**src/cfg_ring_pkg.sv**
```systemverilog
// Configuration ring package
// Address field widths, the address union, the request and response structs
// and the number of unit targets
`default_nettype none

package cfg_ring_pkg;

  // Address field widths
  localparam int cfg_node_w = 4;
  localparam int cfg_tgt_w  = 4;
  localparam int cfg_reg_w  = 24;

  // Full address width follows from the three fields
  localparam int cfg_addr_w = cfg_node_w + cfg_tgt_w + cfg_reg_w;

  // Width of write and read data
  localparam int cfg_data_w = 32;

  // Targets behind one node, target field values from here up are unmapped
  localparam int cfg_num_tgts = 4;

  // Field view of a ring address, node in the top bits
  typedef struct packed {
    logic [cfg_node_w-1:0] node;
    logic [cfg_tgt_w-1:0]  tgt;
    logic [cfg_reg_w-1:0]  offset;
  } cfg_addr_f_t;

  // One address word that is read either as a raw word or as fields
  // The ring stage forwards the raw word and decodes the node field
  typedef union packed {
    logic [cfg_addr_w-1:0] raw;
    cfg_addr_f_t           f;
  } cfg_addr_u;

  // Request payload, the write and read strobes travel beside it
  typedef struct packed {
    cfg_addr_u             addr;
    logic [cfg_data_w-1:0] wdata;
    logic                  bcast;
  } cfg_req_t;

  // Response payload, the ack strobe travels beside it
  typedef struct packed {
    logic [cfg_data_w-1:0] rdata;
    logic                  err;
  } cfg_rsp_t;

endpackage

`default_nettype wire
```
**src/cfg_req_if.sv**
```systemverilog
// Local request interface
// Carries a decoded request between ring stage, rx buffer and target decoder
`timescale 1ns/1ps
`default_nettype none

interface cfg_req_if;
  import cfg_ring_pkg::*;

  // One cycle strobes, never high together
  logic                  write;
  logic                  read;

  // Request payload, only meaningful while a strobe is high
  cfg_addr_u             addr;
  logic [cfg_data_w-1:0] wdata;
  logic                  bcast;

  // The block that produces the request
  modport sender (
    output write, read, addr, wdata, bcast
  );

  // The block that consumes the request
  modport receiver (
    input write, read, addr, wdata, bcast
  );

endinterface

`default_nettype wire

```
**src/cfg_ring_top.sv**
```systemverilog
// Configuration ring node top level
// Ring stage, rx buffer and target decoder, idle is the AND of all three
`timescale 1ns/1ps
`default_nettype none

module cfg_ring_top #(
  parameter int node_id = 0
) (
  input  logic                                  clk,
  input  logic                                  rst,
  input  logic                                  up_req_write,
  input  logic                                  up_req_read,
  input  cfg_ring_pkg::cfg_req_t                up_req,
  input  logic                                  up_rsp_ack,
  input  cfg_ring_pkg::cfg_rsp_t                up_rsp,
  output logic                                  down_req_write,
  output logic                                  down_req_read,
  output cfg_ring_pkg::cfg_req_t                down_req,
  output logic                                  down_rsp_ack,
  output cfg_ring_pkg::cfg_rsp_t                down_rsp,
  output logic [cfg_ring_pkg::cfg_num_tgts-1:0] unit_req_write,
  output logic [cfg_ring_pkg::cfg_num_tgts-1:0] unit_req_read,
  output cfg_ring_pkg::cfg_req_t                unit_req,
  input  logic                                  unit_rsp_ack,
  input  logic                                  unit_rsp_err,
  input  logic [cfg_ring_pkg::cfg_data_w-1:0]   unit_rsp_rdata,
  output logic                                  idle
);
  import cfg_ring_pkg::*;

  logic     ring_idle;
  logic     rx_idle;
  logic     dec_idle;
  logic     loc_rsp_ack;
  cfg_rsp_t loc_rsp;

  // Ring stage to buffer, then buffer to decoder
  cfg_req_if ring_req ();
  cfg_req_if buf_req ();

  cfg_ring_stage #(
    .node_id (node_id)
  ) cfg_ring_stage_i (
    .clk            (clk),
    .rst            (rst),
    .up_req_write   (up_req_write),
    .up_req_read    (up_req_read),
    .up_req         (up_req),
    .up_rsp_ack     (up_rsp_ack),
    .up_rsp         (up_rsp),
    .down_req_write (down_req_write),
    .down_req_read  (down_req_read),
    .down_req       (down_req),
    .down_rsp_ack   (down_rsp_ack),
    .down_rsp       (down_rsp),
    .loc            (ring_req.sender),
    .loc_rsp_ack    (loc_rsp_ack),
    .loc_rsp        (loc_rsp),
    .idle           (ring_idle)
  );

  cfg_rx_buffer cfg_rx_buffer_i (
    .clk     (clk),
    .rst     (rst),
    .in_req  (ring_req.receiver),
    .out_req (buf_req.sender),
    .idle    (rx_idle)
  );

  cfg_tgt_decode cfg_tgt_decode_i (
    .clk            (clk),
    .rst            (rst),
    .req            (buf_req.receiver),
    .unit_req_write (unit_req_write),
    .unit_req_read  (unit_req_read),
    .unit_req       (unit_req),
    .unit_rsp_ack   (unit_rsp_ack),
    .unit_rsp_err   (unit_rsp_err),
    .unit_rsp_rdata (unit_rsp_rdata),
    .loc_rsp_ack    (loc_rsp_ack),
    .loc_rsp        (loc_rsp),
    .idle           (dec_idle)
  );

  // Node is idle only when every block is
  assign idle = ring_idle & rx_idle & dec_idle;

endmodule

`default_nettype wire

```
**src/cfg_tgt_decode.sv**
```systemverilog
// Target decoder for local requests
// One hot unit strobes, error responses for unmapped targets,
// broadcast responses are dropped
`timescale 1ns/1ps
`default_nettype none

module cfg_tgt_decode (
  input  logic                                       clk,
  input  logic                                       rst,
  cfg_req_if.receiver                                req,
  output logic [cfg_ring_pkg::cfg_num_tgts-1:0]      unit_req_write,
  output logic [cfg_ring_pkg::cfg_num_tgts-1:0]      unit_req_read,
  output cfg_ring_pkg::cfg_req_t                     unit_req,
  input  logic                                       unit_rsp_ack,
  input  logic                                       unit_rsp_err,
  input  logic [cfg_ring_pkg::cfg_data_w-1:0]        unit_rsp_rdata,
  output logic                                       loc_rsp_ack,
  output cfg_ring_pkg::cfg_rsp_t                     loc_rsp,
  output logic                                       idle
);
  import cfg_ring_pkg::*;

  logic                    req_valid;
  logic [cfg_num_tgts-1:0] tgt_hit;
  logic                    mapped;
  logic                    pend;
  logic                    pend_bcast;
  logic                    err_rsp;

  assign req_valid = req.write | req.read;

  // One hit bit per target, all zero for an unmapped target field
  always_comb begin
    for (int i = 0; i < cfg_num_tgts; i++) begin
      tgt_hit[i] = req.addr.f.tgt == cfg_tgt_w'(i);
    end
  end

  assign mapped = |tgt_hit;

  // Unmapped requests answer at once, unless they are broadcasts
  assign err_rsp = req_valid & ~mapped & ~req.bcast;

  always_ff @(posedge clk) begin
    if (rst) begin
      unit_req_write <= '0;
      unit_req_read  <= '0;
      loc_rsp_ack    <= 1'b0;
      pend           <= 1'b0;
      pend_bcast     <= 1'b0;
    end else begin
      unit_req_write <= {cfg_num_tgts{req.write}} & tgt_hit;
      unit_req_read  <= {cfg_num_tgts{req.read}} & tgt_hit;
      // The unit ack of a broadcast does not go back on the ring
      loc_rsp_ack    <= err_rsp | (unit_rsp_ack & pend & ~pend_bcast);
      if (req_valid & mapped) begin
        pend       <= 1'b1;
        pend_bcast <= req.bcast;
      end else if (unit_rsp_ack) begin
        pend <= 1'b0;
      end
    end
  end

  // Payload to the unit and back to the ring
  always_ff @(posedge clk) begin
    if (req_valid) begin
      unit_req.addr  <= req.addr;
      unit_req.wdata <= req.wdata;
      unit_req.bcast <= req.bcast;
    end
    if (err_rsp) begin
      loc_rsp.rdata <= '0;
      loc_rsp.err   <= 1'b1;
    end else if (unit_rsp_ack) begin
      loc_rsp.rdata <= unit_rsp_rdata;
      loc_rsp.err   <= unit_rsp_err;
    end
  end

  // Still busy while a response sits in the output register
  assign idle = ~(pend | loc_rsp_ack);

endmodule

`default_nettype wire

```
**src/cfg_rx_buffer.sv**
```systemverilog
// Two entry request buffer between ring stage and target decoder
// Pops its head one cycle after the write, reports idle when empty
`timescale 1ns/1ps
`default_nettype none

module cfg_rx_buffer (
  input  logic         clk,
  input  logic         rst,
  cfg_req_if.receiver  in_req,
  cfg_req_if.sender    out_req,
  output logic         idle
);
  import cfg_ring_pkg::*;

  logic       push;
  logic       pop;
  logic       full;
  logic       wr_ptr;
  logic       rd_ptr;
  logic [1:0] count;

  // Entry storage, is_wr tells a write from a read
  logic       ent_is_wr [2];
  cfg_req_t   ent_req [2];

  assign full = count == 2'd2;
  // A request that arrives while full is lost
  assign push = (in_req.write | in_req.read) & ~full;
  // No back-pressure, so the head leaves as soon as it is there
  assign pop  = count != 2'd0;

  always_ff @(posedge clk) begin
    if (rst) begin
      wr_ptr <= 1'b0;
      rd_ptr <= 1'b0;
      count  <= 2'd0;
    end else begin
      if (push) wr_ptr <= ~wr_ptr;
      if (pop) rd_ptr <= ~rd_ptr;
      count <= count + {1'b0, push} - {1'b0, pop};
    end
  end

  always_ff @(posedge clk) begin
    if (push) begin
      ent_is_wr[wr_ptr]     <= in_req.write;
      ent_req[wr_ptr].addr  <= in_req.addr;
      ent_req[wr_ptr].wdata <= in_req.wdata;
      ent_req[wr_ptr].bcast <= in_req.bcast;
    end
  end

  // Head drives the output for exactly one cycle
  assign out_req.write = pop & ent_is_wr[rd_ptr];
  assign out_req.read  = pop & ~ent_is_wr[rd_ptr];
  assign out_req.addr  = ent_req[rd_ptr].addr;
  assign out_req.wdata = ent_req[rd_ptr].wdata;
  assign out_req.bcast = ent_req[rd_ptr].bcast;

  assign idle = count == 2'd0;

endmodule

`default_nettype wire

```
**src/cfg_ring_stage.sv**
```systemverilog
// Ring stage with node decode and broadcast steering
// Merges local responses into the ring response stream
`timescale 1ns/1ps
`default_nettype none

module cfg_ring_stage #(
  parameter int node_id = 0
) (
  input  logic                   clk,
  input  logic                   rst,
  input  logic                   up_req_write,
  input  logic                   up_req_read,
  input  cfg_ring_pkg::cfg_req_t up_req,
  input  logic                   up_rsp_ack,
  input  cfg_ring_pkg::cfg_rsp_t up_rsp,
  output logic                   down_req_write,
  output logic                   down_req_read,
  output cfg_ring_pkg::cfg_req_t down_req,
  output logic                   down_rsp_ack,
  output cfg_ring_pkg::cfg_rsp_t down_rsp,
  cfg_req_if.sender              loc,
  input  logic                   loc_rsp_ack,
  input  cfg_ring_pkg::cfg_rsp_t loc_rsp,
  output logic                   idle
);
  import cfg_ring_pkg::*;

  logic     up_valid;
  logic     node_hit;
  logic     take_local;
  logic     pass_down;
  logic     slot_full;
  cfg_rsp_t slot_rsp;

  // A broadcast is taken locally and also passed on
  assign up_valid   = up_req_write | up_req_read;
  assign node_hit   = up_req.addr.f.node == cfg_node_w'(node_id);
  assign take_local = up_valid & (node_hit | up_req.bcast);
  assign pass_down  = up_valid & (~node_hit | up_req.bcast);

  // Request strobes, one register stage in both directions
  always_ff @(posedge clk) begin
    if (rst) begin
      down_req_write <= 1'b0;
      down_req_read  <= 1'b0;
      loc.write      <= 1'b0;
      loc.read       <= 1'b0;
    end else begin
      down_req_write <= pass_down & up_req_write;
      down_req_read  <= pass_down & up_req_read;
      loc.write      <= take_local & up_req_write;
      loc.read       <= take_local & up_req_read;
    end
  end

  // Request payload is loaded only with a strobe
  always_ff @(posedge clk) begin
    if (pass_down) begin
      down_req.addr.raw <= up_req.addr.raw;
      down_req.wdata    <= up_req.wdata;
      down_req.bcast    <= up_req.bcast;
    end
    if (take_local) begin
      loc.addr  <= up_req.addr;
      loc.wdata <= up_req.wdata;
      loc.bcast <= up_req.bcast;
    end
  end

  // Upstream response always wins the down slot
  // A local response that loses waits in the slot for the next free cycle
  always_ff @(posedge clk) begin
    if (rst) begin
      down_rsp_ack <= 1'b0;
      slot_full    <= 1'b0;
    end else begin
      down_rsp_ack <= up_rsp_ack | loc_rsp_ack | slot_full;
      if (up_rsp_ack) begin
        slot_full <= slot_full | loc_rsp_ack;
      end else begin
        // Slot drains now, a new local response takes its place
        slot_full <= slot_full & loc_rsp_ack;
      end
    end
  end

  always_ff @(posedge clk) begin
    if (up_rsp_ack) begin
      down_rsp <= up_rsp;
    end else if (slot_full) begin
      down_rsp <= slot_rsp;
    end else if (loc_rsp_ack) begin
      down_rsp <= loc_rsp;
    end
    if (loc_rsp_ack & (up_rsp_ack | slot_full)) begin
      slot_rsp <= loc_rsp;
    end
  end

  // Busy while anything sits in a register of this stage
  assign idle = ~(slot_full | down_req_write | down_req_read | loc.write | loc.read |
                  down_rsp_ack);

endmodule

`default_nettype wire

```
**config.mk**
```make
export PLATFORM = sky130hd
export DESIGN_NAME = cfg_ring_top
export DESIGN_NICKNAME = d
export VERILOG_FILES = /design/src/cfg_ring_pkg.sv /design/src/cfg_req_if.sv /design/src/cfg_ring_top.sv /design/src/cfg_tgt_decode.sv /design/src/cfg_rx_buffer.sv /design/src/cfg_ring_stage.sv
export SDC_FILE = /design/constraint.sdc
export NUM_CORES = 1
export LEC_CHECK = 0
export ABC_AREA = 1
export BUFFER_PORTS_ARGS = -buffer_cell sky130_fd_sc_hd__buf_2
export CORE_MARGIN = 2
export CORE_UTILIZATION = 58
export DETAILED_ROUTE_END_ITERATION = 7
export HOLD_SLACK_MARGIN = 0.12
export MAX_ROUTING_LAYER = met4
export PLACE_DENSITY = 0.84
export SLEW_MARGIN = 20
export SYNTH_ARGS = -nofsm -noshare
export SYNTH_HDL_FRONTEND = slang
export SYNTH_SLANG_ARGS = --single-unit
```
**constraint.sdc**
```tcl
create_clock -name clk -period 11.3 [get_ports clk]
set_input_delay 1.13 -clock clk [delete_from_list [all_inputs] [get_ports clk]]
set_output_delay 1.13 -clock clk [all_outputs]
set_load 0.05 [all_outputs]
```
# ---- After elaboration in Yosys (flattened, before gate mapping)
# Memories as Yosys holds them, arrays and structs flattened. A register that Yosys moved wholly into a read port is not among the register bits.
# Cells that the tools add are included.
# W data, S select, Z words.
dict set report op_classes {
  add_sub_neg 2
  mul 0
  n_div 0
  n_lt_le_gt_ge 0
  n_eq_ne 4
  n_shift 0
  n_mux 12
  bitwise 46
  n_reduce_logical 7
}
# cell n
set op_table {}
lappend op_table {{$mux W33} 3}
lappend op_table {{$and A1 B1 Y1} 18}
lappend op_table {{$or A1 B1 Y1} 16}
lappend op_table {{$not A1 Y1} 10}
lappend op_table {{$mux W1} 9}
lappend op_table {{$and A4 B4 Y4} 2}
lappend op_table {{$eq A4 B2 Y1 const B} 2}
lappend op_table {{$logic_not A4 Y1} 2}
lappend op_table {{$eq A4 B1 Y1 const B} 1}
lappend op_table {{$reduce_bool A2 Y1} 2}
lappend op_table {{$reduce_or A4 Y1} 1}
lappend op_table {{$reduce_bool A3 Y1} 1}
lappend op_table {{$add A2 B1 Y2} 1}
lappend op_table {{$eq A2 B2 Y1 const B} 1}
lappend op_table {{$logic_not A2 Y1} 1}
lappend op_table {{$sub A2 B1 Y2} 1}
dict set report totals {
  regBits 315
  latch_bits 0
  ram_bits 132
  mem_bits_ro 0
  in_bits 137
  output_inout_bits 175
  elab_cells 102
  mem_count 2
}
# memory depth word_bits rd rd_ports_with_merged_regs wr line
set mem_list {}
lappend mem_list {cfg_rx_buffer_i.ent_req 2 65 1 1 1 cfg_rx_buffer.sv:24} ;# cfg_req_t ent_req [2];
lappend mem_list {cfg_rx_buffer_i.ent_is_wr 2 1 1 1 1 cfg_rx_buffer.sv:23} ;# logic ent_is_wr [2];

# ---- Longest topological paths before layout
dict set report depth {
  ltp_word 8
  ltp_mapped 9
  ltp_nobuf 8
}

# ---- Hierarchy
# A second synthesis with hierarchy kept.
dict set report hier_totals {
  hier_cells 940
  area_unflattened_um2 15723.8
}
# module instances cells_per_inst area_per_inst_um2 seq_area_each_um2
set modules_own_cells {}
lappend modules_own_cells {cfg_ring_stage 1 380 6904.1 6005.8}
lappend modules_own_cells {cfg_rx_buffer 1 237 5079.9 4063.9}
lappend modules_own_cells {cfg_tgt_decode 1 320 3726.1 2832.7}
lappend modules_own_cells {cfg_ring_top 1 3 13.8 0.0}

# ---- Least setup slack after synthesis
# No wires, ideal clock.
dict set report synth_path {
  path_type {input to register}
  from {input up_req[64] (netlist bit)}
  to {register cfg_ring_stage_i.loc.addr[0], enable pin}
  setup_time_ns 0.513
  t_arrival_ns 4.537
  t_required_ns 10.787
  setup_slack_ns 6.250
  stages 3
  path_buffers 0
  cell_sequence {nor2_1 > nand2_1 > a21oi_1}
}
dict set report synth_via {
  elab_chain_len 3
}
# item line
set synth_rtl {}
lappend synth_rtl {{start, declared} cfg_ring_top.sv:13} ;# input cfg_ring_pkg::cfg_req_t up_req,
lappend synth_rtl {{$logic_not A4 Y1} cfg_ring_stage.sv:37} ;# assign node_hit = up_req.addr.f.node == cfg_node_w'(node_id);
lappend synth_rtl {{$or A1 B1 Y1} cfg_ring_stage.sv:38} ;# assign take_local = up_valid & (node_hit | up_req.bcast);
lappend synth_rtl {{$and A1 B1 Y1} cfg_ring_stage.sv:38}
lappend synth_rtl {{via cfg_ring_stage_i.take_local} cfg_ring_stage.sv:30} ;# logic take_local;
lappend synth_rtl {{end, declared} cfg_req_if.sv:20} ;# output write, read, addr, wdata, bcast
# The timed path passes the listed nets, and every way through them passes these cells.
# A chain may end at the register's enable or synchronous reset.

# ---- Worst setup path in the final report
dict set report layout_path {
  from {input up_rsp_ack}
  to {register, netlist name cfg_ring_stage_i.down_rsp[9]}
}
dict set report layout_via {
  elab_chain_len 1
}
# item line
set layout_rtl {}
lappend layout_rtl {{start, declared} cfg_ring_top.sv:14} ;# input logic up_rsp_ack,
lappend layout_rtl {{$reduce_bool A3 Y1 (no line)} --}
# No other way between the ends.

==> flow_summary_export.csv <==
group,metric,value,unit
detailed_routing,drt_iter0_drc,733,
worst_setup_path,cp_cell_sequence,"buf_2 > clkinv_1 > nand3_1 > buf_4",
die,initial_core_util,58.9,%
timing,finalSetupViolCount,0,
pwr,p_sw_share,24.1,%
placed_design,placed_cells,1624,
yosys,async_flop_share,0,%
pwr,seqPwrFrac,53.4,%
worst_setup_path,worstSetupStartpoint,"up_rsp_ack",
placed_design,io_buffer_count,311,
pwr,power_leakage,7.33,nW
worst_setup_path,reg2reg_to,"cfg_ring_stage_i.slot_rsp[16]$_DFFE_PP_",
yosys,synth_ff_type,"edfxtp_1",
yosys,syn_nets,1144,
flow_run,max_cap_viol_count,0,
worst_setup_path,critPathArrivalTime,3630,ps
die,core-area,26100,um2
global_route,antenna_found_initial,4,
final_layout,final_common_cell,"edfxtp_1",
global_route,grt_first_pass_wirelength,48.5,mm
timing,relSlewSlack,27.7,%
worst_setup_path,endpoint_kind,"flop",
worst_setup_path,reg2reg_slack,9030,ps
detailed_routing,drc,0,
pwr,p_comb_share,9.6,%
pwr,peakVddDrop,235,uV
global_route,first_global_vias,9122,
clock_network,numCtsBuffers,42,
worst_setup_path,reg2reg_depth,3,
worst_setup_path,cp_data_required_time,11470,ps
clock_network,clkSlewWorstSetupHoldPaths,60,ps
global_route,grt_max_degree,73,
timing,hold_viol_final,0,
placed_design,gp_congestion,0.859,
yosys,syn_avg_cell_area,15.3,um2
pwr,switchingPower,0.886,mW
timing,fmax,0.289,GHz
die,io_pins,312,
worst_setup_path,cp_num_cells,4,
final_layout,syn_to_final_growth,21.1,%
detailed_routing,viasPerCell,5.26,
clock_network,clock-sinks,448,
detailed_routing,ant_nets,0,
worst_setup_path,cp_slowest_cell,"clkinv_1",
worst_setup_path,critPathMaxStageDelay,1080,ps
clock_network,cts_setup_buffers,0,
timing,rsz0062_at_grt,"false",
yosys,synth-edff-count,393,
timing,finalCriticalPeriod,3460,ps
die,dieArea,27800,um2
worst_setup_path,critPathMaxFanout,36,
global_route,track_usage,23.3,%
final_layout,fin_nets,1470,
yosys,synthCells,1007,
clock_network,htreeDepth,2,
timing,min_period_over_period,30.7,%
min_path,hp-class,"reg -> reg",
final_layout,drive_above_1_share,31.4,%
final_layout,final_cells,1704,
worst_setup_path,r2r_start,"cfg_ring_stage_i.slot_full$_SDFF_PP0_",
clock_network,cts_hold_buf,0,
clock_network,clockRootBuffer,"clkbuf_16",
detailed_routing,routed-wl-met3,2.65,mm
yosys,ys_types,27,
detailed_routing,top_layer,"met4",
clock_network,cts_resized,0,
detailed_routing,wl_met2,16.1,mm
die,die_height,167,um
status,outcome,"completed",
detailed_routing,firstDrtPassIters,5,
detailed_routing,vias,8969,
timing,slew_violations,0,
timing,clock_skew,19.4,ps
worst_setup_path,cp-start-kind,"input port",
pwr,power-per-cell-area,198,nW/um2
timing,worstMarginPinSlew,1080,ps
pwr,clockPowerShare,37.0,%
placed_design,dp_hpwl,19.9,mm
yosys,ys_seq_area_share,84.0,%
yosys,synth_warnings,0,
pwr,power.internal,2.80,mW
clock_network,ctsLongestPathBuffers,3,
die,chipWidth,167,um
yosys,syn_area,15400,um2
worst_setup_path,crit_end,"cfg_ring_stage_i.down_rsp[9]$_DFFE_PP_",
detailed_routing,routedWlPerCell,18.6,um
worst_setup_path,crit_buf_inv,3,
detailed_routing,totalWireLength,31.7,mm
worst_setup_path,crit_family,"buffers and inverters",
final_layout,final_cell_mix,"edfxtp_1, buf_2, nand2_1, a21oi_1, nor2_1",
die,row_count,59,
global_route,overflow,0,
detailed_routing,wl_met1,11.6,mm
worst_setup_path,setup.worst_path.class,"in -> reg",
clock_network,cts_tree,"yes",
timing,fin_tns_setup,0,ps
yosys,synth-seq-cells,448,
clock_network,clock_latency,520,ps
[sequential cells by signal, indices dropped and copies added, names as in the netlist, 2 cells and up, named ones only]
register	cells
cfg_tgt_decode_i.loc_rsp	33
cfg_ring_stage_i.loc.wdata	32
cfg_rx_buffer_i.count	2
cfg_rx_buffer_i.ent_req	130
cfg_tgt_decode_i.unit_req_write	4
cfg_tgt_decode_i.unit_req	65
cfg_ring_stage_i.loc.addr	32
cfg_ring_stage_i.slot_rsp	33
cfg_rx_buffer_i.ent_is_wr	2
cfg_ring_stage_i.down_rsp	33
cfg_ring_stage_i.down_req	65
cfg_tgt_decode_i.unit_req_read	4
[worst reg2reg max path, delay by kind of cell, from the launching register on]
| kind | cells | cell delay [ps] |
|---|---|---|
| AOI/OAI and AO/OA | 1 | 240 |
| DFF | 1 | 800 |
| buffers and inverters | 2 | 910 |
[kinds of logic (layout without fill, tap and decap cells)]
kind of cell           after synthesis  in the layout  synth area share (%)
AOI/OAI and AO/OA                  114            114                  4.48
other                                0              4                     0
and+or+nand+nor                    382            382                  9.64
buffers and inverters               63            421                  1.87
DFF                                448            448                  84.0
[cells in the mapped netlist, drive strengths merged (4+ instances only)]
cell / instances / area, um2
o21ai: 7 / 38.8
dfxtp: 55 / 1100
nand3: 9 / 45.0
buf: 9 / 82.6
edfxtp: 393 / 11800
inv: 20 / 77.6
a21oi: 106 / 643
clkinv: 4 / 15.0
clkbuf: 30 / 113
nand2: 312 / 1190
nor2: 58 / 223
[power groups by stage]
stage | clock [mW] | combinational [mW] | sequential [mW]
3_3_place_gp | 0 | 0.346 | 1.99
6_report | 1.36 | 0.353 | 1.97
4_1_cts | 1.38 | 0.355 | 1.97
3_5_place_dp | 0 | 0.353 | 2.00
5_1_grt | 1.44 | 0.375 | 1.98
2_1_floorplan | 0 | 0.0947 | 2.15
[routing by layer]
metal  track usage, %  vias up
met5                -        -
met4             10.3        0
met3             6.15       90
met2             38.9      427
met1             26.8     4253
li1                 -     4199
[cell type report]
cell class	count	area (um2)
antenna	4	10.0
clock buffer	59	1170
clock inverter	17	173
fill	1652	7460
inverter	24	93.8
multi-input combinational	496	2190
sequential	448	12900
tap	335	419
timing repair buffer	321	1630
[through the flow]
| stage | cell area, um2 | power [mW] | util (%) | hold WS, ps | setup slack (ps) |
|---|---|---|---|---|---|
| after global routing | 18600 | 3.80 | 71.4 | 454 | 7680 |
| after floorplan | 15400 | 2.24 | - | 421 | 6250 |
| after global placement | 17200 | 2.34 | 66.2 | 421 | 7430 |
| after detailed placement | 17200 | 2.35 | 66.2 | 429 | 7360 |
| final | 18600 | 3.68 | 71.4 | 444 | 7840 |
| after CTS | 18600 | 3.70 | 71.3 | 437 | 7910 |
[worst min-delay path by stage]
stage	cells past startpoint	from	endpoint	slack, ps
3_5_place_dp	0	cfg_ring_stage_i.loc.addr[4]$_DFFE_PP_	cfg_rx_buffer_i.ent_req[0][37]$_DFFE_PP_	430
2_1_floorplan	0	cfg_ring_stage_i.loc.bcast$_DFFE_PP_	cfg_rx_buffer_i.ent_req[0][0]$_DFFE_PP_	420
5_1_grt	0	cfg_ring_stage_i.loc.wdata[2]$_DFFE_PP_	cfg_rx_buffer_i.ent_req[1][3]$_DFFE_PP_	450
6_report	0	cfg_ring_stage_i.loc.wdata[2]$_DFFE_PP_	cfg_rx_buffer_i.ent_req[1][3]$_DFFE_PP_	440
4_1_cts	0	cfg_ring_stage_i.loc.wdata[2]$_DFFE_PP_	cfg_rx_buffer_i.ent_req[1][3]$_DFFE_PP_	440
3_3_place_gp	0	cfg_ring_stage_i.loc.addr[0]$_DFFE_PP_	cfg_rx_buffer_i.ent_req[0][33]$_DFFE_PP_	420
(Power assumes the default switching activity.)
